## config.mk

```make
export PLATFORM = sky130hd
export DESIGN_NAME = pc_generator
export DESIGN_NICKNAME = d
export VERILOG_FILES = /design/src/verilog/bp_pkg.sv /design/src/verilog/pc_generator.sv
export SDC_FILE = /design/constraint.sdc
export NUM_CORES = 1
export LEC_CHECK = 0
export ABC_AREA = 1
export ABC_CLOCK_PERIOD_IN_PS = 2100
export BUFFER_PORTS_ARGS = -buffer_cell sky130_fd_sc_hd__buf_2
export CAP_MARGIN = 20
export CORE_AREA = 4 4 86 88
export DETAILED_ROUTE_END_ITERATION = 12
export DIE_AREA = 0 0 90 92
export PLACE_DENSITY_LB_ADDON = 0.08
export SETUP_SLACK_MARGIN = 0.4
export SYNTH_ARGS = -nofsm -noshare
export SYNTH_HDL_FRONTEND = slang
export SYNTH_SLANG_ARGS = --single-unit
```

## constraint.sdc

```tcl
create_clock -name clk_i -period 2.1 [get_ports clk_i]
set_clock_uncertainty 0.2 [all_clocks]
set_input_delay 0.21 -clock clk_i [delete_from_list [all_inputs] [get_ports clk_i]]
set_output_delay 0.21 -clock clk_i [all_outputs]
set_load 0.05 [all_outputs]
```

## src/verilog/bp_pkg.sv

```systemverilog
package bp_pkg;

	typedef logic [31:0] addr_t;   // Program counter or target
	typedef logic [6:0]  bp_idx_t; // PC bits 7..1
	typedef logic [23:0] bp_tag_t; // PC bits 31..8
	typedef logic [31:0] count_t;
	typedef logic [7:0]  axil_addr_t;
	typedef logic [31:0] axil_data_t;
	typedef logic [1:0]  axil_resp_t;

	// Upper bit set means predict taken
	typedef enum logic [1:0] {
		STRONG_NT = 2'b00,
		WEAK_NT   = 2'b01,
		WEAK_T    = 2'b10,
		STRONG_T  = 2'b11
	} bp_state_e;

	localparam int    BP_ENTRIES  = 128;
	localparam int    NUM_STATS   = 5;
	localparam addr_t RESET_PC    = 32'h0000_1000;
	localparam addr_t INSTR_BYTES = 32'd4;

	// Statistics register map
	localparam axil_addr_t REG_PRED_T  = 8'h00;
	localparam axil_addr_t REG_PRED_NT = 8'h04;
	localparam axil_addr_t REG_RES_T   = 8'h08;
	localparam axil_addr_t REG_RES_NT  = 8'h0C;
	localparam axil_addr_t REG_MISPRED = 8'h10;
	localparam axil_addr_t REG_CLEAR   = 8'h14;

	localparam axil_resp_t AXI_OKAY   = 2'b00;
	localparam axil_resp_t AXI_SLVERR = 2'b10;

	typedef struct packed {
		logic  valid;
		logic  taken;
		logic  mispredict;
		addr_t pc;
		addr_t target;     // Actual destination
		addr_t correct_pc; // Refetch address
	} resolve_t;

	typedef struct packed {
		logic  valid; // Lookup happened
		logic  hit;
		logic  taken;
		addr_t next_pc;
	} pred_t;

	typedef struct packed {
		logic       awvalid;
		axil_addr_t awaddr;
		logic       wvalid;
		axil_data_t wdata;
		logic       bready;
		logic       arvalid;
		axil_addr_t araddr;
		logic       rready;
	} axil_req_t;

	typedef struct packed {
		logic       awready;
		logic       wready;
		logic       bvalid;
		axil_resp_t bresp;
		logic       arready;
		logic       rvalid;
		axil_data_t rdata;
		axil_resp_t rresp;
	} axil_rsp_t;

endpackage

```

## src/verilog/pc_generator.sv

```systemverilog
module pc_generator (
	input  logic             clk_i,
	input  logic             rst_i,
	input  logic             fetch_ready_i, // Back end took the current fetch
	input  bp_pkg::addr_t    next_pc_i,     // Predicted path
	input  bp_pkg::resolve_t resolve_i,
	output bp_pkg::addr_t    fetch_pc_o
);

	bp_pkg::addr_t pc_q;
	bp_pkg::addr_t pc_d;
	logic          redirect;

	assign redirect = resolve_i.mispredict;

	// Redirect wins, even while stalled
	always_comb begin
		if (redirect) begin
			pc_d = resolve_i.correct_pc;
		end else if (fetch_ready_i) begin
			pc_d = next_pc_i;
		end else begin
			pc_d = pc_q; // Hold on stall
		end
	end

	always_ff @(posedge clk_i) begin
		if (!rst_i) begin
			pc_q <= bp_pkg::RESET_PC;
		end else begin
			pc_q <= pc_d;
		end
	end

	assign fetch_pc_o = pc_q;

endmodule

```

---- Yosys cells after proc, flatten, opt, wreduce, memory -nomap -nowiden ----
Cells that the tools add are included.
word-level totals
  flip-flop bits (word level) ............. 32
  latch bits .............................. 0
  RAM bits ................................ 0
  bits in read-only memories .............. 0
  bits of input ports ..................... 134
  output and inout port bits .............. 32
  logic and storage cells ................. 4
  memories ................................ 0
cells by class
  add/subtract/negate cells ............... 0
  multiply operators ...................... 0
  divide/modulo/power cells ............... 0
  order comparisons ....................... 0
  equal/unequal tests ..................... 0
  shift-type cells ........................ 0
  multiplexer cells ....................... 2
  bitwise gates (word level) .............. 0
  reductions and logical operators ........ 1
operators with widths
  operator            count
  $mux W32            2
  $reduce_bool A2 Y1  1

---- Depth between registers and ports, before layout ----
  depth in word-level cells ............... 2
  mapped depth ............................ 7

---- Worst setup path before layout ----
OpenSTA, ideal clock, no wires.
  kind .................................... register -> register
  from .................................... register fetch_pc_o[30] (netlist name)
  to ...................................... register pc_q[30] (netlist: fetch_pc_o[30])
  library setup time ...................... 0.057 ns
  data arrival time ....................... 0.864 ns
  data required time ...................... 1.843 ns
  setup slack ............................. 0.979 ns
  stages on the path, launching flop included .. 5
  buffers on the path ..................... 0
  cells stage by stage .................... dfxtp_1 > nand2_1 > nand3_1 > nand2_1 > inv_1
RTL lines
  what                  RTL line            source
  to (signal assigned)  pc_generator.sv:29  pc_q <= bp_pkg::RESET_PC;
  to (signal assigned)  pc_generator.sv:31  pc_q <= pc_d;
  to (decl)             pc_generator.sv:10  bp_pkg::addr_t pc_q;

---- Worst setup path in the final report ----
  from .................................... register pc_q[28] (netlist: fetch_pc_o[28])
  to ...................................... output port fetch_pc_o[28]
RTL lines
  what       RTL line           source
  to (decl)  pc_generator.sv:7  output bp_pkg::addr_t fetch_pc_o
No word-level cell between the ends.

==> impl_metrics.yaml <==
sta:
  finalHoldViolCount: 0
  worst_slew_pin_slew_ps: 648.8
  drv_slew: 0
  period_minus_slack_ps: 1307
  rsz0062_at_grt: "no"
  relSlewSlack: 0.5675
  hold-worst-slack_ps: 21.90
  finalSetupTns_ps: 0
  max_freq_mhz: 764.9
  fin_crit_sh: 0.6225
  setup_viol: 0
route:
  vias_per_cell: 4.216
  post_drt_wl_per_cell_um: 12.41
  drcViolationCount: 0
  firstDrtPassIters: 4
  ant_nets: 0
  vias: 1754
  routed_wl_mm: 5.164
  drt_first_iter_violations: 54
critical_path:
  crit_chain: "buf_2"
  end_kind: "primary output"
  cp_slowest_stage_delay_ps: 350
  crit_family: "flip-flops"
  crit_type: "register to primary output"
  cp_max_fo: 2
  worstPathArrival_ps: 900
  crit_buf_inv: 1
  cp-start-kind: "register"
  cp_slowest_cell: "dfxtp_1"
  cp.required_ps: 1690
global_route:
  grt-ovfl-total: 0
  grt_max_degree: 33
  grt_usage: 0.1255
  grt_pass1_wl_mm: 8.266
  grt_pass1_vias: 1707
  antenna_found_initial: 0
power:
  pwr-share-comb: 0.258
  p_sw_frac: 0.3338
  p_sw_uw: 521.7
  ir_drop_v: 0.0002676
  p_clk_frac: 0.314
  intPower_uw: 1041
  powerDensity_nw_per_um2: 703.4
  p_leak_uw: 0.001358
  pwr-share-seq: 0.427
finish:
  antennaDiodeCount: 0
  largest_reg_flops: 32
  areaGrowthSynthToFinish_pct: 38.75
  final_nets: 469
  final_layout_size_suffix_gt1_frac: 0.3542
  n_fill_cell: 772
floorplan:
  start_util: 0.2411
  ios: 166
  die_w_um: 90
  core_area_um2: 6644
  fp-row-count: 30
  fp.dieH_um: 92
  die-area_um2: 8280
synth:
  syn-num-nets: 375
  synth_common_cells: "nand2_1 (86), nand3_1 (63), dfxtp_1 (32), inv_1 (31), nand2_2 (9)"
  synthFlopType: "dfxtp_1"
  async_flop_share: 0
  synth.cell_area_um2: 1602
  synth.area.top_cells: "dfxtp_1 (40%), nand2_1 (20%), nand3_1 (20%)"
  synth_top_area_frac: 0.4000
  synthCells: 241
  synth_xor_area_frac: 0
  synthSimpleGateAreaFrac: 0.4500
  postSynthAreaPerCell_um2: 6.645
  yosysSeqAreaShare: 0.4000
  yosys_register_bits: 32
  synth_top_family_by_area: "simple AND/OR/NAND/NOR gates"
  synthAdderAreaFrac: 0
  yosys.area.top_type: "dfxtp_1"
  yosysWarnings: 0
  synth-edff-count: 0
  synth_cell_types: 12
  yosysMostFrequentCell: "nand2_1"
  synth_compound_area_frac: 0
  muxShareOfSynthArea: 0
clock_network:
  clk_pin_slew_ps: 70
  h-tree-depth: 2
  ctsRootBufferMaster: "clkbuf_8"
  numCtsBuffers: 5
  clock_latency_ps: 270
  clk_path_buf_depth: 2
  ctsResizeCount: 0
  cts_setup_buffers: 0
  cts_sinks: 32
  tritoncts: "done"
hold_path:
  hp-class: "input pin to register"
place:
  place_congestion: 0.7010
  hpwl_mm: 3.483
  port_buffers: 99
status:
  status: "complete, no violations"
job:
  maxCapViolations: 0
-- power groups by stage --
stage               sequential (uW)  combinational [uW]  clock (uW)
floorplan                       823                 139           0
global placement                682                 405           0
detailed placement              681                 406           0
CTS                             668                 410         525
global route                    672                 441         552
finish                          668                 404         492
-- per-layer routing --
metal  vias up  GRT usage  routed length [um]
met5         -          0                   0
met4         0    0.04337                  59
met3         8    0.04758                 402
met2        65     0.1966                2316
met1       752     0.1578                2386
li1        929          -                   -
-- worst register-to-register path, cell delays in order (launching register included) --
cell	delay, ps
dfxtp_1	320
nand2_1	60
nand3_1	70
nand2_1	60
inv_1	40
-- logic make-up after synthesis --
group                  after synthesis
buffers and inverters               49
DFF                                 32
and+or+nand+nor                    160
-- final cells by class --
type | instances | area [um2] | share of cell area
Clock buffer | 8 | 90.09 | 0.04054
Inverter | 32 | 120.1 | 0.05405
Multi-Input combinational cell | 160 | 720.7 | 0.3243
Sequential cell | 32 | 640.6 | 0.2883
Tap cell | 80 | 100.1 | 0.04505
Timing Repair Buffer | 104 | 550.5 | 0.2477
-- path summary, 6_finish.rpt --
check            startpoint              to  slack, ps  cells after the start
max reg2reg   fetch_pc_o[5]   fetch_pc_o[5]       1260                      4
min reg2reg  fetch_pc_o[12]  fetch_pc_o[12]        250                      2
max          fetch_pc_o[28]  fetch_pc_o[28]        790                      1
min            resolve_i[4]   fetch_pc_o[4]         20                      5
-- stage by stage --
stage | cells | setup WS [ps] | area, um2 | total power (uW) | util
floorplan | 241 | 979.1 | 1602 | 961.8 | -
global placement | 406 | 514.1 | 2112 | 1087 | 0.3179
detailed placement | 406 | 512.5 | 2112 | 1087 | 0.3179
CTS | 416 | 773.1 | 2222 | 1603 | 0.3345
global route | 416 | 651.0 | 2222 | 1665 | 0.3345
finish | 416 | 792.7 | 2222 | 1563 | 0.3345
-- cell usage in the layout (no fill, tap or decap) --
master and count:
buf_12 1, buf_2 99, buf_4 2, clkbuf_1 2
clkbuf_8 6, dfxtp_1 32, dlygate4sd3_1 2, inv_1 31
inv_2 1, nand2_1 86, nand2_2 9, nand3_1 63
nand4_1 1, nor2_8 1
-- timing repair --
item                       in CTS  in global routing
hold endpoints to repair        1                  0
setup endpoints to repair       0                  0
hold buffers                    2                  0
(Power assumes the default switching activity.)
