===== src/verilog/bp_pkg.sv =====
package bp_pkg;

	typedef logic [31:0] addr_t;   // Program counter or target
	typedef logic [6:0]  bp_idx_t; // PC bits 7..1
	typedef logic [23:0] bp_tag_t; // PC bits 31..8
	typedef logic [31:0] count_t;
	typedef logic [7:0]  axil_addr_t;
	typedef logic [31:0] axil_data_t;
	typedef logic [1:0]  axil_resp_t;

	// Upper bit set means predict taken
	typedef enum logic [1:0] {
		STRONG_NT = 2'b00,
		WEAK_NT   = 2'b01,
		WEAK_T    = 2'b10,
		STRONG_T  = 2'b11
	} bp_state_e;

	localparam int    BP_ENTRIES  = 128;
	localparam int    NUM_STATS   = 5;
	localparam addr_t RESET_PC    = 32'h0000_1000;
	localparam addr_t INSTR_BYTES = 32'd4;

	// Statistics register map
	localparam axil_addr_t REG_PRED_T  = 8'h00;
	localparam axil_addr_t REG_PRED_NT = 8'h04;
	localparam axil_addr_t REG_RES_T   = 8'h08;
	localparam axil_addr_t REG_RES_NT  = 8'h0C;
	localparam axil_addr_t REG_MISPRED = 8'h10;
	localparam axil_addr_t REG_CLEAR   = 8'h14;

	localparam axil_resp_t AXI_OKAY   = 2'b00;
	localparam axil_resp_t AXI_SLVERR = 2'b10;

	typedef struct packed {
		logic  valid;
		logic  taken;
		logic  mispredict;
		addr_t pc;
		addr_t target;     // Actual destination
		addr_t correct_pc; // Refetch address
	} resolve_t;

	typedef struct packed {
		logic  valid; // Lookup happened
		logic  hit;
		logic  taken;
		addr_t next_pc;
	} pred_t;

	typedef struct packed {
		logic       awvalid;
		axil_addr_t awaddr;
		logic       wvalid;
		axil_data_t wdata;
		logic       bready;
		logic       arvalid;
		axil_addr_t araddr;
		logic       rready;
	} axil_req_t;

	typedef struct packed {
		logic       awready;
		logic       wready;
		logic       bvalid;
		axil_resp_t bresp;
		logic       arready;
		logic       rvalid;
		axil_data_t rdata;
		axil_resp_t rresp;
	} axil_rsp_t;

endpackage


===== src/verilog/bp_stats.sv =====
module bp_stats (
	input  logic             clk_i,
	input  logic             rst_i,
	input  logic             fetch_ready_i,
	input  bp_pkg::pred_t    pred_i,
	input  bp_pkg::resolve_t resolve_i,
	input  logic             clear_i, // From the AXI clear register
	output bp_pkg::count_t   pred_taken_o,
	output bp_pkg::count_t   pred_not_taken_o,
	output bp_pkg::count_t   res_taken_o,
	output bp_pkg::count_t   res_not_taken_o,
	output bp_pkg::count_t   mispredict_o
);

	logic [bp_pkg::NUM_STATS-1:0] stat_ev;
	bp_pkg::count_t               cnt_q [bp_pkg::NUM_STATS];
	logic                         pred_issued;

	// Only accepted lookups count as issued predictions
	assign pred_issued = fetch_ready_i && pred_i.valid;

	assign stat_ev[0] = pred_issued && pred_i.taken;
	assign stat_ev[1] = pred_issued && !pred_i.taken;
	assign stat_ev[2] = resolve_i.valid && resolve_i.taken;
	assign stat_ev[3] = resolve_i.valid && !resolve_i.taken;
	assign stat_ev[4] = resolve_i.valid && resolve_i.mispredict;

	// Clear beats increment, counters wrap
	always_ff @(posedge clk_i) begin
		if (!rst_i || clear_i) begin
			for (int i = 0; i < bp_pkg::NUM_STATS; i++) begin
				cnt_q[i] <= '0;
			end
		end else begin
			for (int i = 0; i < bp_pkg::NUM_STATS; i++) begin
				if (stat_ev[i]) begin
					cnt_q[i] <= cnt_q[i] + 1'b1;
				end
			end
		end
	end

	assign pred_taken_o     = cnt_q[0];
	assign pred_not_taken_o = cnt_q[1];
	assign res_taken_o      = cnt_q[2];
	assign res_not_taken_o  = cnt_q[3];
	assign mispredict_o     = cnt_q[4];

endmodule


===== config.mk =====
export PLATFORM = sky130hd
export DESIGN_NAME = bp_stats
export DESIGN_NICKNAME = d
export VERILOG_FILES = /design/src/verilog/bp_pkg.sv /design/src/verilog/bp_stats.sv
export SDC_FILE = /design/constraint.sdc
export NUM_CORES = 1
export LEC_CHECK = 0
export ABC_AREA = 1
export ABC_CLOCK_PERIOD_IN_PS = 9100
export BUFFER_PORTS_ARGS = -buffer_cell sky130_fd_sc_hd__buf_4
export CAP_MARGIN = 20
export CORE_MARGIN = 2
export CORE_UTILIZATION = 45
export CTS_CLUSTER_DIAMETER = 100
export DETAILED_ROUTE_END_ITERATION = 8
export PLACE_DENSITY = 0.72
export SLEW_MARGIN = 20
export SYNTH_ARGS = -nofsm -noshare
export SYNTH_HDL_FRONTEND = slang
export SYNTH_SLANG_ARGS = --single-unit

===== constraint.sdc =====
create_clock -name clk_i -period 9.1 [get_ports clk_i]
set_input_delay 0.455 -clock clk_i [delete_from_list [all_inputs] [get_ports clk_i]]
set_output_delay 0.455 -clock clk_i [all_outputs]
set_load 0.02 [all_outputs]

Yosys cells after proc, flatten, opt, wreduce, memory -nomap -nowiden
Memory sizes are Yosys's and may differ from the RTL's. Cells that the tools add are included.

Muxes and demuxes: 22. Add/sub/neg operators: 5. Bitwise logic cells: 5. Shift-type cells: 0. $mul: 0. Magnitude comparators: 0. Reductions and logical operators: 10. Divide/modulo/power cells: 0. Equal/unequal tests: 0.

Operators by type and width (number): $add A32 B1 Y32 const B (5); $mux W32 (5); $mux W1 (17); $logic_and A1 B1 Y1 (6); $or A1 B1 Y1 (5); $logic_not A1 Y1 (3); $logic_or A1 B1 Y1 (1).

Input bits: 138. Output and inout port bits: 160. Memory bits (writable): 160. ROM bits: 0. Memories: 1. Word-level logic and storage cells: 43. Flip-flop bits (word level): 0. Bits in latches: 0.

Memory list: cnt_q (depth 5, width 32, read ports 5, clocked after memory_dff 0, write ports 5, line bp_stats.sv:16) `bp_pkg::count_t cnt_q [bp_pkg::NUM_STATS];`.

Longest topological paths before layout
Gate-level depths: netlist of the first run.

Depth in word-level cells: 6. Gate-level depth with buffers: 8. Gate-level depth less buffers: 8.

Worst setup path before layout of the first run
No wires, ideal clock.

Path kind: in2reg. From: input port fetch_ready_i. To: memory cnt_q[0][32] (netlist bit), enable pin. Arrival: 2813 ps. Library setup time: 466 ps. Data required time: 8634 ps. Path buffers: 0. Stages on the path: 2. Setup slack: 5822 ps. Cells stage by stage: nand2_1 -> o21ai_0.

RTL lines: from (decl) (line bp_stats.sv:4) `input logic fetch_ready_i,`; to (decl) (line bp_stats.sv:16).

==> metrics.txt, run 1 <==
Post-Synthesis Cell Area 9640 um^2; most common cell after layout, fill and taps aside nand2_1; Layout area overhead 22.8%; Die Y-Extent 150 um; Req. time, crit path 9260 ps; Comb pwr share 11.4%; maxcap violations 0; Inserted Clock Buffers 17; top-area cell type share of the netlist area 49.8%; Final Hold Viols 0; most used cell, CP buf_4; largest cells by area after synthesis edfxtp_1 50%, nand2_1 14%, nor2_1 12%; DP Cell Count 1690; fraction of registers with async set or reset after synthesis 0%; max-slew violations 0; Mapped Cells 1257; Worst Tran Pin Value 767 ps; maximum vdd drop 0.126 mV; via count 8860; CTS root buf clkbuf_16; core area 21000 um^2; critical path class in2reg; Worst Clk Skew 11.8 ps; switching part of the total 26.4%; largest area contributor in the netlist edfxtp_1; Final setup viols 0; post-synthesis sequential area ratio 49.8%; ANT cells 0; Switch Pwr 0.493 mW; Fillers 1966; Slew headroom 48.8%; Yosys reg bits 160; Static Leak 4.37 nW; crit-path cells buf_4 -> nand2_1 -> inv_2 -> o21ai_4 -> clkinv_2 -> buf_4 -> o21ai_0 -> a21oi_1; Clock Sinks 160; Regs by FF count cnt_q x160; status finished clean; Reg clk slew, reported paths 70 ps; Resize count post-CTS 0; post-synth cell types 24; crit path max-delay cell type clkinv_2; non-filler cells, final 1723; CP endpoint kind register; Routability Congestion 0.919; fin area 11800 um^2; Initial Util 45.9%; Multi-input gate area 4420 um^2; commonest non-fill, non-tap cells in the layout 358 x nand2_1, 313 x nor2_1, 174 x buf_4; RSZ-0062 raised after global routing no; routed vias/inst 5.14; routed len/inst 14.3 um; pwr dens 158 nW/um^2; die width 150 um; DR iter-0 viols 566; Net Count, Synth 1400; Period minus WS final 2190 ps; cell family contributing the most delay on the critical path buffers and inverters; drt first pass iters 5; Post-synth top flop edfxtp_1; # H-tree levels 4; achievable frequency 456 MHz; Reg with most FFs cnt_q; Seq pwr share 49.2%; Tcrit/Tclk final 24.1%; Hold-fix buffers, CTS 0; initial antenna violation count 0; global-route wire length before repair 39400 um; Post-CTS Setup Inserts 0; FF+latch area 4800 um^2; DR DRC count 0; Syn Area/Cell 7.67 um^2; startpoint types primary input; max reg flops 160; placed cell areas 11200 um^2; vias in the first global route 8010; Clk pwr share 39.4%; Total GRT Usage 21.8%; CP arrival 2360 ps; HPWL after DPL 17600 um; Yosys warnings 0; Hold WC Path Type in2reg; Final Core Density 56.3%; clk_lat worst skew 420 ps; total power 1.87 mW; GRT overflow 0; Ports 298; Die ar. 22600 um^2; Buffers & Inverters on Critical Path 4; EDFF count, synth 160; Worst Path Max Fanout 55; share of cells above drive strength 1 18.6%; cell internal pwr 1.37 mW; CP max stage delay 590 ps; Routed Antenna Nets 0; nets 1578; largest net degree at the start of global routing 56; TNS Setup 0 ps; Port Buffers 168; Clock Tree Buf Depth 2; std cell rows 53; CTS tree done; Routed WL 24700 um
[per-stage QoR]
| stage | setup WS (ps) | hold slack [ps] |
|---|---|---|
| floorplan | 5820 | 712 |
| global placement | 6510 | 612 |
| detailed placement | 6440 | 617 |
| CTS | 6910 | 630 |
| global route | 6740 | 529 |
| finish | 6910 | 536 |
[layer usage]
metal / track usage, % / routed length (um) / vias to the layer above
met1: 29.8 / 11000 / 4044
met2: 35.8 / 11600 / 317
li1: - / - / 4474
met3: 3.55 / 1750 / 25
met5: 0 / 0 / -
met4: 6.42 / 296 / 0
[kinds of logic after synthesis]
logic type | share of synthesized area, %
AND/OR/NAND/NOR | 36.0
flip-flops | 49.8
AO/OA/AOI/OAI | 7.59
buffers and inverters | 4.51
XOR/XNOR | 1.45
adder cells (fa/ha/maj) | 0.649
[power groups by stage]
stage               Sequential (mW)  Combinational [mW]  Clock, mW
CTS                           0.918               0.213      0.749
detailed placement            0.934               0.213          0
global placement              0.933               0.209          0
floorplan                     0.971              0.0699          0
finish                        0.919               0.212      0.735
global route                  0.926               0.232      0.778
[worst register-to-register path, stage by stage (launching register included)]
cell	delay [ps]
edfxtp_1	410
ha_1	190
nand2_1	100
nor2_4	150
nand2_1	100
nor2_1	360
nand3_1	130
nand2_1	80
nor2_1	40
[cells in the mapped netlist, types with 6 or more instances]
| master | count |
|---|---|
| nor2_1 | 313 |
| nand3_1 | 79 |
| buf_2 | 9 |
| o21ai_0 | 24 |
| o21a_1 | 10 |
| inv_1 | 88 |
| edfxtp_1 | 160 |
| xor2_1 | 14 |
| or2_2 | 6 |
| and2_1 | 10 |
| nor2_2 | 32 |
| nand2_1 | 358 |
| a21oi_1 | 104 |
| nor2_4 | 11 |
| nand2_2 | 10 |
[area by class of cell]
cell class                 count  area share (%)
clock buffer                  19            3.66
clock inverter                13            1.34
inverter                      92            2.93
multi-input combinational    989            37.3
sequential                   160            40.6
tap                          275            2.91
timing repair buffer         175            11.3
[final timing paths]
path                                    from                          end  slack, ps  cells after the start
setup / recovery               fetch_ready_i  cnt_q[0][104]$_SDFFCE_PN0P_       6910                      8
hold / removal                    pred_i[32]   cnt_q[0][51]$_SDFFCE_PN0P_        540                      2
setup reg to reg  cnt_q[0][64]$_SDFFCE_PN0P_   cnt_q[0][94]$_SDFFCE_PN0P_       7300                      8
hold reg to reg   cnt_q[0][96]$_SDFFCE_PN0P_   cnt_q[0][96]$_SDFFCE_PN0P_        620                      1
Note: power is estimated with default switching activity, not from simulation.
==> run 2: changes to the inputs <==
- ABC_CLOCK_PERIOD_IN_PS: 9100 -> 1800
- PLACE_DENSITY: 0.72 -> 0.74
- clock period: 9.1 -> 1.8 ns (I/O delays scaled with it)
==> run 2 against run 1 <==
- first-iteration DRC count rose by 17%
- total power grew to 5.0 times the previous value
- final area grew 1.5%
- utilization rose by 0.83 points
- register-to-register slack worse by 7200 ps
- combinational power rose to 5.3 times the previous value
- non-clock buffer count is 13 higher
- clock power increased to 4.9 times the previous value
==> metrics.txt, run 2 (synthesized netlist as in run 1, its figures left out) <==
Port Buffers 168; R2R depth 7; std cell rows 53; Reg clk slew, reported paths 70 ps; Regs by FF count cnt_q x160; Initial Util 45.9%; CTS root buf clkbuf_16; Clk pwr share 38.4%; Final Hold Viols 0; Tcrit/Tclk final 95.8%; maximum vdd drop 0.641 mV; global-route wire length before repair 40700 um; routed len/inst 14.6 um; Routability Congestion 0.919; max reg flops 160; status finished clean; ANT cells 0; Reg with most FFs cnt_q; vias in the first global route 8385; drt first pass iters 6; RSZ-0062 raised after global routing yes; Total GRT Usage 22.3%; max-slew violations 0; Seq pwr share 49.5%; Layout area overhead 24.6%; placed cell areas 11400 um^2; DR DRC count 0; switching part of the total 27.2%; pwr dens 780 nW/um^2; Comb pwr share 12.0%; CTS tree done; Worst R2R Setup Slack 80 ps; CP arrival 1900 ps; maxcap violations 0; HPWL after DPL 18000 um; Static Leak 4.48 nW; Period minus WS final 1720 ps; most common cell after layout, fill and taps aside nand2_1; Die ar. 22600 um^2; largest net degree at the start of global routing 54; achievable frequency 580 MHz; via count 9097; clk_lat worst skew 440 ps; initial antenna violation count 0; cell internal pwr 6.83 mW; CP endpoint kind register; HP Start resolve_i[97]; die width 150 um; GRT overflow 0; # H-tree levels 4; Hold-fix buffers, CTS 0; Ports 298; share of cells above drive strength 1 19.4%; DR iter-0 viols 663; Worst Tran Pin Value 437 ps; commonest non-fill, non-tap cells in the layout 358 x nand2_1, 311 x nor2_1, 182 x buf_4; R2R Path End cnt_q[0][108]$_SDFFCE_PN0P_; Worst Clk Skew 16.9 ps; Hold WC Path Type in2reg; Clock Sinks 160; Die Y-Extent 150 um; nets 1591; Inserted Clock Buffers 17; Final setup viols 0; CP startpoint cnt_q[0][97]$_SDFFCE_PN0P_; critical path class reg2reg; fin area 12000 um^2; core area 21000 um^2; Req. time, crit path 1980 ps; Clock Tree Buf Depth 2; worst hold path stage count 3; Slew headroom 70.9%; Hold WS 195 ps; Worst Path Max Fanout 6; Routed WL 25300 um; Routed Antenna Nets 0; startpoint types register; reg-to-reg startpoint cnt_q[0][97]$_SDFFCE_PN0P_; routed vias/inst 5.24; Switch Pwr 2.54 mW; Worst Hold End cnt_q[0][110]$_SDFFCE_PN0P_
[run 2: cell types whose count changed in the layout (fill, tap and decap cells not counted), sizes merged]
cell	previous run	this run
buf	175	188
bufinv	3	2
clkbuf	19	18
clkinv	6	9
inv	94	93
[run 2: cell type report]
type / count / area [um^2]
Clock buffer: 18 / 429
Timing Repair Buffer: 188 / 1490
Inverter: 92 / 347
Clock inverter: 14 / 140
Multi-Input combinational cell: 989 / 4460
Tap cell: 275 / 344
Fill cell: 1947 / 9010
Sequential cell: 160 / 4800
[run 2: per-stage QoR]
stage          power (mW)  worst slack, ps  std cells  utilization [%]  setup TNS (ps)
2_1_floorplan        5.26             45.6       1257                -               0
3_3_place_gp         5.81              126       1702             54.2               0
3_5_place_dp         5.84             60.3       1702             54.2               0
4_1_cts              9.41             49.5       1734             56.9               0
5_1_grt              9.67            -19.6       1736             57.2           -56.0
6_report             9.37             76.0       1736             57.2               0
[run 2: worst max path at each step]
stage                                             end  slack (ps)  cells after the start
after global routing      cnt_q[0][140]$_SDFFCE_PN0P_         -20                      7
after floorplan            cnt_q[0][76]$_SDFFCE_PN0P_          50                      7
after global placement     cnt_q[0][24]$_SDFFCE_PN0P_         130                      8
final                     cnt_q[0][108]$_SDFFCE_PN0P_          80                      7
after CTS                 cnt_q[0][158]$_SDFFCE_PN0P_          50                      8
after detailed placement  cnt_q[0][158]$_SDFFCE_PN0P_          60                      8
[run 2: worst max-delay path: stages (launching register included)]
cell and delay, ps:
edfxtp_1 420, ha_1 220, nand2_1 100, nor2_2 60
nand2_2 150, nor2_1 100, or2_2 270, and2_1 150
[run 2: metal layers]
| layer | wire, um | track usage [%] | vias to the layer above |
|---|---|---|---|
| met5 | 0 | 0 | - |
| met4 | 487 | 7.88 | 0 |
| met3 | 1830 | 3.73 | 45 |
| met2 | 12200 | 36.9 | 333 |
| met1 | 10800 | 29.7 | 4220 |
| li1 | - | - | 4499 |
[run 2: power by group through the flow]
| stage | sequential, mW | clock, mW | combinational [mW] |
|---|---|---|---|
| 2_1_floorplan | 4.91 | 0 | 0.355 |
| 3_3_place_gp | 4.71 | 0 | 1.11 |
| 3_5_place_dp | 4.71 | 0 | 1.13 |
| 4_1_cts | 4.64 | 3.64 | 1.13 |
| 5_1_grt | 4.67 | 3.78 | 1.22 |
| 6_report | 4.64 | 3.60 | 1.13 |
[run 2: timing repair]
action,4_1_cts,5_1_grt
gates resized for setup,0,10
setup buffers,0,2
hold endpoints to repair,0,0
setup endpoints to repair,0,22
