File: src/verilog/bp_pkg.sv
package bp_pkg;

	typedef logic [31:0] addr_t;   // Program counter or target
	typedef logic [6:0]  bp_idx_t; // PC bits 7..1
	typedef logic [23:0] bp_tag_t; // PC bits 31..8
	typedef logic [31:0] count_t;
	typedef logic [7:0]  axil_addr_t;
	typedef logic [31:0] axil_data_t;
	typedef logic [1:0]  axil_resp_t;

	// Upper bit set means predict taken
	typedef enum logic [1:0] {
		STRONG_NT = 2'b00,
		WEAK_NT   = 2'b01,
		WEAK_T    = 2'b10,
		STRONG_T  = 2'b11
	} bp_state_e;

	localparam int    BP_ENTRIES  = 128;
	localparam int    NUM_STATS   = 5;
	localparam addr_t RESET_PC    = 32'h0000_1000;
	localparam addr_t INSTR_BYTES = 32'd4;

	// Statistics register map
	localparam axil_addr_t REG_PRED_T  = 8'h00;
	localparam axil_addr_t REG_PRED_NT = 8'h04;
	localparam axil_addr_t REG_RES_T   = 8'h08;
	localparam axil_addr_t REG_RES_NT  = 8'h0C;
	localparam axil_addr_t REG_MISPRED = 8'h10;
	localparam axil_addr_t REG_CLEAR   = 8'h14;

	localparam axil_resp_t AXI_OKAY   = 2'b00;
	localparam axil_resp_t AXI_SLVERR = 2'b10;

	typedef struct packed {
		logic  valid;
		logic  taken;
		logic  mispredict;
		addr_t pc;
		addr_t target;     // Actual destination
		addr_t correct_pc; // Refetch address
	} resolve_t;

	typedef struct packed {
		logic  valid; // Lookup happened
		logic  hit;
		logic  taken;
		addr_t next_pc;
	} pred_t;

	typedef struct packed {
		logic       awvalid;
		axil_addr_t awaddr;
		logic       wvalid;
		axil_data_t wdata;
		logic       bready;
		logic       arvalid;
		axil_addr_t araddr;
		logic       rready;
	} axil_req_t;

	typedef struct packed {
		logic       awready;
		logic       wready;
		logic       bvalid;
		axil_resp_t bresp;
		logic       arready;
		logic       rvalid;
		axil_data_t rdata;
		axil_resp_t rresp;
	} axil_rsp_t;

endpackage

File: src/verilog/bp_stats_axil.sv
module bp_stats_axil (
	input  logic              clk_i,
	input  logic              rst_i,
	input  bp_pkg::axil_req_t axil_req_i,
	output bp_pkg::axil_rsp_t axil_rsp_o,
	input  bp_pkg::count_t    pred_taken_i,
	input  bp_pkg::count_t    pred_not_taken_i,
	input  bp_pkg::count_t    res_taken_i,
	input  bp_pkg::count_t    res_not_taken_i,
	input  bp_pkg::count_t    mispredict_i,
	output logic              clear_o // One cycle pulse
);

	typedef enum logic {
		WR_IDLE,
		WR_RESP
	} wr_state_e;

	typedef enum logic {
		RD_IDLE,
		RD_DATA
	} rd_state_e;

	wr_state_e          wr_state_q;
	rd_state_e          rd_state_q;
	logic               wr_accept;
	logic               rd_accept;
	bp_pkg::axil_resp_t bresp_q;
	bp_pkg::axil_resp_t rresp_q;
	bp_pkg::axil_data_t rdata_q;
	bp_pkg::axil_resp_t rd_resp;
	bp_pkg::axil_data_t rd_data;

	// AW and W are taken together, never while a response is pending
	assign wr_accept = (wr_state_q == WR_IDLE) && axil_req_i.awvalid && axil_req_i.wvalid;
	assign rd_accept = (rd_state_q == RD_IDLE) && axil_req_i.arvalid;
	assign clear_o   = wr_accept && (axil_req_i.awaddr == bp_pkg::REG_CLEAR);

	always_ff @(posedge clk_i) begin
		if (!rst_i) begin
			wr_state_q <= WR_IDLE;
		end else begin
			case (wr_state_q)
				WR_IDLE: if (wr_accept) wr_state_q <= WR_RESP;
				WR_RESP: if (axil_req_i.bready) wr_state_q <= WR_IDLE;
				default: wr_state_q <= WR_IDLE;
			endcase
		end
	end

	// Only the clear register is writable
	always_ff @(posedge clk_i) begin
		if (wr_accept) begin
			bresp_q <= clear_o ? bp_pkg::AXI_OKAY : bp_pkg::AXI_SLVERR;
		end
	end

	always_comb begin
		rd_resp = bp_pkg::AXI_OKAY;
		case (axil_req_i.araddr)
			bp_pkg::REG_PRED_T:  rd_data = pred_taken_i;
			bp_pkg::REG_PRED_NT: rd_data = pred_not_taken_i;
			bp_pkg::REG_RES_T:   rd_data = res_taken_i;
			bp_pkg::REG_RES_NT:  rd_data = res_not_taken_i;
			bp_pkg::REG_MISPRED: rd_data = mispredict_i;
			bp_pkg::REG_CLEAR:   rd_data = '0; // Reads back as zero
			default: begin
				rd_data = '0;
				rd_resp = bp_pkg::AXI_SLVERR; // Unmapped
			end
		endcase
	end

	always_ff @(posedge clk_i) begin
		if (!rst_i) begin
			rd_state_q <= RD_IDLE;
		end else begin
			case (rd_state_q)
				RD_IDLE: if (rd_accept) rd_state_q <= RD_DATA;
				RD_DATA: if (axil_req_i.rready) rd_state_q <= RD_IDLE;
				default: rd_state_q <= RD_IDLE;
			endcase
		end
	end

	always_ff @(posedge clk_i) begin
		if (rd_accept) begin
			rdata_q <= rd_data;
			rresp_q <= rd_resp;
		end
	end

	always_comb begin
		axil_rsp_o.awready = wr_accept;
		axil_rsp_o.wready  = wr_accept;
		axil_rsp_o.bvalid  = (wr_state_q == WR_RESP);
		axil_rsp_o.bresp   = bresp_q;
		axil_rsp_o.arready = rd_accept;
		axil_rsp_o.rvalid  = (rd_state_q == RD_DATA);
		axil_rsp_o.rdata   = rdata_q;
		axil_rsp_o.rresp   = rresp_q;
	end

endmodule

File: config.mk
export PLATFORM = sky130hd
export DESIGN_NAME = bp_stats_axil
export DESIGN_NICKNAME = d
export VERILOG_FILES = /design/src/verilog/bp_pkg.sv /design/src/verilog/bp_stats_axil.sv
export SDC_FILE = /design/constraint.sdc
export NUM_CORES = 1
export LEC_CHECK = 0
export ABC_AREA = 1
export BUFFER_PORTS_ARGS = -buffer_cell sky130_fd_sc_hd__clkbuf_2
export CORE_UTILIZATION = 30
export CTS_BUF_LIST = sky130_fd_sc_hd__clkbuf_4 sky130_fd_sc_hd__clkbuf_8
export DETAILED_ROUTE_END_ITERATION = 10
export GPL_ROUTABILITY_DRIVEN = 0
export GPL_TIMING_DRIVEN = 0
export PLACE_DENSITY = 0.66
export REMOVE_ABC_BUFFERS = 1
export SLEW_MARGIN = 5
export SYNTH_ARGS = -nofsm -noshare
export SYNTH_HDL_FRONTEND = slang
export SYNTH_SLANG_ARGS = --single-unit
File: constraint.sdc
create_clock -name clk_i -period 5.7 [get_ports clk_i]
set_input_delay 1.14 -clock clk_i [delete_from_list [all_inputs] [get_ports clk_i]]
set_output_delay 1.14 -clock clk_i [all_outputs]
set_load 0.03 [all_outputs]
Word-level counts from Yosys, hierarchy flattened. Index checks and enable logic that the tools add are counted.

Logic and storage cells: 28. Input bits: 215. Output and inout bits: 42. Register bits: 38.

Reduce and logical (&&, ||, !) cells: 6. Bitwise gates (word level): 2. Muxes and demuxes: 9. Equal/unequal tests: 6.

Operators by type and width (number): $pmux 32 s5 (1); $eq 8x5->1 const B (3); $eq 8x4->1 const B (2); $eq 8x3->1 const B (1); $logic_not 8->1 (1); $reduce_or 6->1 (1); $logic_and 1x1->1 (4); $mux 1 (4); $mux 2 (2); $pmux 1 s2 (2); $not 1->1 (2).

Logic depth before layout (Yosys ltp). Gate-level depths: netlist of the first run.

Depth in word-level cells: 5. Mapped depth: 8. Mapped depth without buffers: 7.

Worst setup path before layout of the first run. Ideal clock, no wire load.

Path kind: input to output. Start point: input axil_req_i[9] (netlist name). End point: output axil_rsp_o[35] (netlist name). Data required time: 4.560 ns. Slack: 1.556 ns. Buffers on the path: 1. Stages on the path: 3. Arrival time: 3.004 ns. Cell sequence: inv_1 -> nor2_1 -> buf_4.

Word-level cells in the longest chain between the ends: 1.

RTL lines: start: declaration (line bp_stats_axil.sv:4) `input bp_pkg::axil_req_t axil_req_i,`; $logic_and 1x1->1 (line bp_stats_axil.sv:36) `assign rd_accept = (rd_state_q == RD_IDLE) && axil_req_i.arvalid;`; end: declaration (line bp_stats_axil.sv:5) `output bp_pkg::axil_rsp_t axil_rsp_o,`.

Every way passes these cells.

Final worst setup path of the first run.
Start point: input axil_req_i[43] (netlist name). End point: output clear_o.

Word-level cells in the longest chain between the ends: 2.

RTL lines: $logic_and 1x1->1 (line bp_stats_axil.sv:35) `assign wr_accept = (wr_state_q == WR_IDLE) && axil_req_i.awvalid && axil_req_i.wvalid;`; $logic_and 1x1->1 (line bp_stats_axil.sv:37) `assign clear_o = wr_accept && (axil_req_i.awaddr == bp_pkg::REG_CLEAR);`; end: declaration (line bp_stats_axil.sv:11) `output logic clear_o`.

Every way passes these cells.

==> results of run 1 <==
## worst max-delay path by stage
stage | start | to | slack, ns | depth (start not counted)
after floorplan | axil_req_i[9] | axil_rsp_o[35] | 1.59 | 2
after global routing | axil_req_i[52] | clear_o | 2.40 | 6
after detailed placement | axil_req_i[1] | rdata_q[6]$_DFFE_PP_ | 2.40 | 8
final | axil_req_i[43] | clear_o | 2.49 | 6
after global placement | axil_req_i[9] | axil_rsp_o[35] | 0.60 | 4
after CTS | axil_req_i[9] | axil_rsp_o[35] | 2.48 | 4
## cell families (layout without fill, tap and decap cells)
family	Yosys count	count (layout)	share of synthesized area [%]
AND/OR/NAND/NOR	319	319	47.09
buffers and inverters	110	311	16.13
flip-flops	36	36	35.81
AO/OA/AOI/OAI	4	4	0.8441
other	1	2	0.1266
## state kept, by name (all words and copies together) (netlist names)
signal	flops
bresp_q	1
wr_state_q	1
rresp_q	1
rd_state_q	1
rdata_q	32
## layout make-up
type | instances | area (um2)
clock buffer | 8 | 97.59
fill | 986 | 5171
inverter | 78 | 292.8
multi-input combinational | 325 | 1445
sequential | 36 | 1061
tap | 129 | 161.4
timing repair buffer | 225 | 1186
## power by group through the flow
| stage | logic [mW] | clock network, mW | registers [mW] |
|---|---|---|---|
| 2_1_floorplan | 0.0353 | 0 | 0.339 |
| 3_3_place_gp | 0.147 | 0 | 0.313 |
| 3_5_place_dp | 0.155 | 0 | 0.313 |
| 4_1_cts | 0.156 | 0.202 | 0.307 |
| 5_1_grt | 0.169 | 0.213 | 0.308 |
| 6_report | 0.155 | 0.193 | 0.307 |
## through the flow
stage	util (%)	worst slack, ns	hold WS [ns]	instances
2_1_floorplan	-	1.592	0.7107	439
3_3_place_gp	43.06	0.5961	0.5894	790
3_5_place_dp	44.04	2.402	0.6189	793
4_1_cts	45.08	2.482	0.6286	801
5_1_grt	45.08	2.397	0.6694	801
6_report	45.08	2.490	0.6251	801
## cell usage after synthesis
| library cell | number |
|---|---|
| nor2_1 | 71 |
| conb_1 | 1 |
| nand2_2 | 4 |
| nor2_4 | 3 |
| a21oi_1 | 1 |
| nand3_1 | 122 |
| buf_4 | 10 |
| o21a_1 | 2 |
| nand2_1 | 114 |
| nor4_1 | 2 |
| o21ai_0 | 1 |
| buf_2 | 22 |
| inv_2 | 5 |
| edfxtp_1 | 34 |
| nor2_2 | 3 |
| dfxtp_1 | 2 |
| inv_1 | 73 |
## per-layer routing
metal	track usage, %	part of all wire (%)	vias up
met5	0	0	-
met4	4.905	1.2	0
met3	4.279	9.2	13
met2	35.90	51	192
met1	19.74	38	1629
li1	-	-	1870
## cells in the final DEF (no fill, tap or decap)
cell type,Yosys,layout
clkbuf_2,0,222
inv_1,73,73
nand3_1,122,122
edfxtp_1,34,34
nor2_4,3,6
o21a_1,2,2
nor2_2,3,1
nand2_1,114,114
clkbuf_4,0,2
nor4_1,2,2
buf_12,0,1
o21ai_0,1,1
nor2_1,71,70
dfxtp_1,2,2
conb_1,1,2
a21oi_1,1,1
inv_2,5,5
buf_16,0,2
clkbuf_8,0,6
nand2_2,4,4
## worst min-delay path: stages, from the launching register on
cell	delay, ns
dfxtp_1	0.33
inv_1	0.05
nor2_1	0.03
o21a_1	0.17
==> impl_metrics.json, run 1 <==
{
  "outcome": "completed",
  "finClkSkew_ns": 0.005674,
  "critPathMaxFanout": 5,
  "critPathMaxStageDelay_ns": 0.33,
  "numPortBuffers": 222,
  "worstHoldEndpoint": "wr_state_q$_SDFF_PN0_",
  "yosysUniqueCellTypes": 17,
  "hold_depth": 3,
  "drt_iter0_drc": 125,
  "first_pass_iters": 4,
  "r2r_slack_ns": 4.34,
  "tightest_slew_ns": 0.9108,
  "crit_required_ns": 4.56,
  "routedWlPerCell_um": 12.17,
  "ys_seq_area_share_pct": 35.81,
  "final_antenna_net_count": 0,
  "clkTransAtPathRegs_ns": 0.07,
  "leakage_nw": 2.534,
  "insertion_delay_ns": 0.28,
  "fin_crit_ns": 3.210,
  "switching_power_mw": 0.1791,
  "cts.path.max_buffers": 2,
  "power.density_nw_per_um2": 154.2,
  "coreArea_um2": 9415,
  "crit_chain": "clkbuf_2 -> nand2_1 -> nor2_1 -> nand3_1 -> inv_1 -> clkbuf_2",
  "synth-seq-cells": 36,
  "r2r-start": "rd_state_q$_SDFF_PN0_",
  "cp-start-kind": "input port",
  "post_dp_cell_area_um2": 4146,
  "min_path_type": "reg2reg",
  "switching_share_pct": 27.37,
  "grt.overflow.total": 0,
  "ctsHoldBuffers": 0,
  "critPathSlowestCell": "nor2_1",
  "timing_hold_violations_final": 0,
  "crit_family": "simple AND/OR/NAND/NOR gates",
  "grt_use_total_pct": 18.43,
  "grt_pass1_vias": 3427,
  "remaining_drc_errors": 0,
  "grt_pass1_wl_mm": 14.88,
  "stdcell_area_um2": 4244,
  "die_y_um": 101.4,
  "reg2regPathDepth": 2,
  "internal-power_mw": 0.4753,
  "peakVddDrop_uv": 88.04,
  "cp_num_buf_inv": 3,
  "syn_area_um2": 2963,
  "die_area_um2": 10280,
  "synthCells": 470,
  "combPwrFrac_pct": 23.6,
  "power_frac_seq_pct": 46.9,
  "r2r_end": "rdata_q[20]$_DFFE_PP_",
  "numClockSinks": 36,
  "wl_mm": 9.749,
  "cts_resized": 0,
  "crit_path_frequent_cell": "clkbuf_2",
  "maxCapViolCount": 0,
  "antenna_found_initial": 0,
  "hp-start": "wr_state_q$_SDFF_PN0_",
  "tns_ns": 0,
  "root_buffer": "clkbuf_8",
  "crit_type": "in2out",
  "worstPathArrival_ns": 2.07,
  "antenna_cells": 0,
  "numCtsBuffers": 5,
  "die_w_um": 101.4,
  "syn_to_final_growth_pct": 43.24,
  "h-tree-depth": 2,
  "io_pins": 257,
  "place_hpwl_mm": 7.477,
  "drv_slew": 0,
  "relSlewSlack_pct": 39.14,
  "vias_per_cell": 4.624,
  "fmax_mhz": 311.5,
  "netlist.top_cell.by_area": "edfxtp_1",
  "rsz0062_at_grt": "no",
  "cts_tree": "built",
  "grt_max_degree": 51,
  "setup_viol": 0,
  "total_power_mw": 0.6543,
  "synth_top_area_share_pct": 34.46,
  "yosys_warnings": 0,
  "synth_area_leaders": "edfxtp_1 34%, nand3_1 21%, nand2_1 14%",
  "crit_path_end_kind": "output port",
  "post_cts_buffers": 0,
  "finalCritPeriodShare_pct": 56.31,
  "initial_utilization_pct": 31.47,
  "fin_nets": 886,
  "via_count": 3704,
  "rows": 35,
  "clkPwrFrac_pct": 29.5,
  "synth.avg_cell_area_um2": 6.304,
  "drive_gt1_share_pct": 37.05
}
(Power assumes the default switching activity.)
==> run 2, diff against run 1 <==
--- a/config.mk
+++ b/config.mk
@@ -12,7 +12,7 @@
 export DETAILED_ROUTE_END_ITERATION = 10
 export GPL_ROUTABILITY_DRIVEN = 0
 export GPL_TIMING_DRIVEN = 0
-export PLACE_DENSITY = 0.66
+export PLACE_DENSITY = 0.68
 export REMOVE_ABC_BUFFERS = 1
 export SLEW_MARGIN = 5
 export SYNTH_ARGS = -nofsm -noshare
==> constraint.sdc (replaced) <==
create_clock -name clk_i -period 2.7 [get_ports clk_i]
set_input_delay 0.54 -clock clk_i [delete_from_list [all_inputs] [get_ports clk_i]]
set_output_delay 0.54 -clock clk_i [all_outputs]
set_load 0.03 [all_outputs]
==> impl_metrics.json, run 2 (synthesis results as in run 1) <==
{
  "outcome": "completed",
  "numClockSinks": 36,
  "fmax_mhz": 414.6,
  "die_area_um2": 10280,
  "grt_max_degree": 50,
  "power.density_nw_per_um2": 339.9,
  "peakVddDrop_uv": 168.8,
  "met1_length_mm": 4.040,
  "crit_required_ns": 2.85,
  "internal-power_mw": 1.042,
  "power_frac_seq_pct": 45.0,
  "cts_tree": "built",
  "fill_cells": 1002,
  "via_count": 3652,
  "finalCritPeriodShare_pct": 89.33,
  "post_cts_buffers": 0,
  "vias_per_cell": 4.565,
  "worstPathArrival_ns": 2.56,
  "timing_hold_violations_final": 0,
  "rsz0062_at_grt": "no",
  "crit_family": "simple AND/OR/NAND/NOR gates",
  "wl_mm": 9.763,
  "layout.cells.most_common": "clkbuf_2",
  "critPathMaxFanout": 43,
  "finClkSkew_ns": 0.003383,
  "first_pass_iters": 4,
  "die_y_um": 101.4,
  "tns_ns": 0,
  "cp-start-kind": "input port",
  "antenna_cells": 0,
  "h-tree-depth": 2,
  "relSlewSlack_pct": 35.52,
  "cts.path.max_buffers": 2,
  "syn_to_final_growth_pct": 42.78,
  "ctsHoldBuffers": 0,
  "setup_viol": 0,
  "fin_crit_ns": 2.412,
  "drt_iter0_drc": 110,
  "largest_reg_flops": 32,
  "place_hpwl_mm": 7.188,
  "tightest_slew_ns": 0.9649,
  "crit_chain": "clkbuf_2 -> inv_2 -> nand2_2 -> nor2_4 -> nand2_2 -> nor2_1 -> nor2_1 -> nand2_1",
  "leakage_nw": 2.524,
  "cts_resized": 0,
  "switching_power_mw": 0.3959,
  "clkPwrFrac_pct": 32.4,
  "initial_utilization_pct": 31.47,
  "io_pins": 257,
  "rows": 35,
  "fin_cells": 800,
  "drv_slew": 0,
  "insertion_delay_ns": 0.28,
  "switching_share_pct": 27.53,
  "cp_num_buf_inv": 2,
  "post_dp_cell_area_um2": 4124,
  "top_layer_used": "met4",
  "routedWlPerCell_um": 12.20,
  "coreArea_um2": 9415,
  "critPathMaxStageDelay_ns": 0.76,
  "grt_pass1_vias": 3237,
  "root_buffer": "clkbuf_8",
  "numPortBuffers": 222,
  "combPwrFrac_pct": 22.6,
  "stdcell_area_um2": 4230,
  "maxCapViolCount": 0,
  "grt_pass1_wl_mm": 14.58,
  "remaining_drc_errors": 0,
  "regMostFlops": "rdata_q",
  "grt.overflow.total": 0,
  "clkTransAtPathRegs_ns": 0.07,
  "crit_type": "in2reg",
  "critPathSlowestCell": "nor2_4",
  "drive_gt1_share_pct": 36.66,
  "crit_path_end_kind": "register",
  "min_path_type": "in2reg",
  "grt_use_total_pct": 18.10,
  "die_w_um": 101.4,
  "antenna_found_initial": 0,
  "numCtsBuffers": 5,
  "final_antenna_net_count": 0,
  "wl_met2_mm": 4.930,
  "dp.cells": 792,
  "fin_nets": 885,
  "route.met3.wl_um": 689,
  "final_cell_mix": "222 x clkbuf_2, 122 x nand3_1, 114 x nand2_1"
}
-- run 2: cell count changes in the layout (fill, tap and decap cells not counted), sizes merged --
cell	before	now
clkinv	0	2
bufinv	0	1
clkbuf	230	227
buf	3	2
-- run 2: final timing paths --
kind,from,to,slack [ns],cells after the start
hold reg to reg,wr_state_q$_SDFF_PN0_,wr_state_q$_SDFF_PN0_,0.61,3
setup reg to reg,rd_state_q$_SDFF_PN0_,rdata_q[21]$_DFFE_PP_,1.39,2
setup / recovery,axil_req_i[7],rdata_q[10]$_DFFE_PP_,0.29,8
hold / removal,rst_i,wr_state_q$_SDFF_PN0_,0.48,2
-- run 2: power by group through the flow --
stage                     combinational, mW  sequential (mW)  clock [mW]
after detailed placement              0.327            0.660           0
after floorplan                      0.0745            0.716           0
after CTS                             0.329            0.647       0.494
final                                 0.325            0.647       0.466
after global placement                0.311            0.660           0
after global routing                  0.352            0.649       0.508
-- run 2: final cells by class --
class | count | area, um2 | area share, %
flip-flops and latches | 36 | 1061 | 25.08
clock inverters | 3 | 37.54 | 0.8873
multi-input cells | 325 | 1450 | 34.28
clock buffers | 5 | 68.82 | 1.627
repair buffers | 224 | 1159 | 27.39
well taps | 129 | 161.4 | 3.815
inverters | 78 | 292.8 | 6.921
-- run 2: layer usage --
layer,global-route usage (%),up-vias
li1,-,1864
met1,20.57,1614
met2,35.06,165
met3,2.761,9
met4,4.459,0
met5,0,-
-- run 2: metrics by stage --
step	utilization (%)	hold slack (ns)	total power, mW	setup WS [ns]
final	44.93	0.4811	1.438	0.2881
after detailed placement	43.80	0.6085	0.9866	-0.03509
after global placement	43.06	0.5748	0.9711	-1.215
after global routing	44.93	0.4729	1.510	0.1031
after floorplan	-	0.6575	0.7906	-0.2083
after CTS	44.93	0.4671	1.470	0.2761
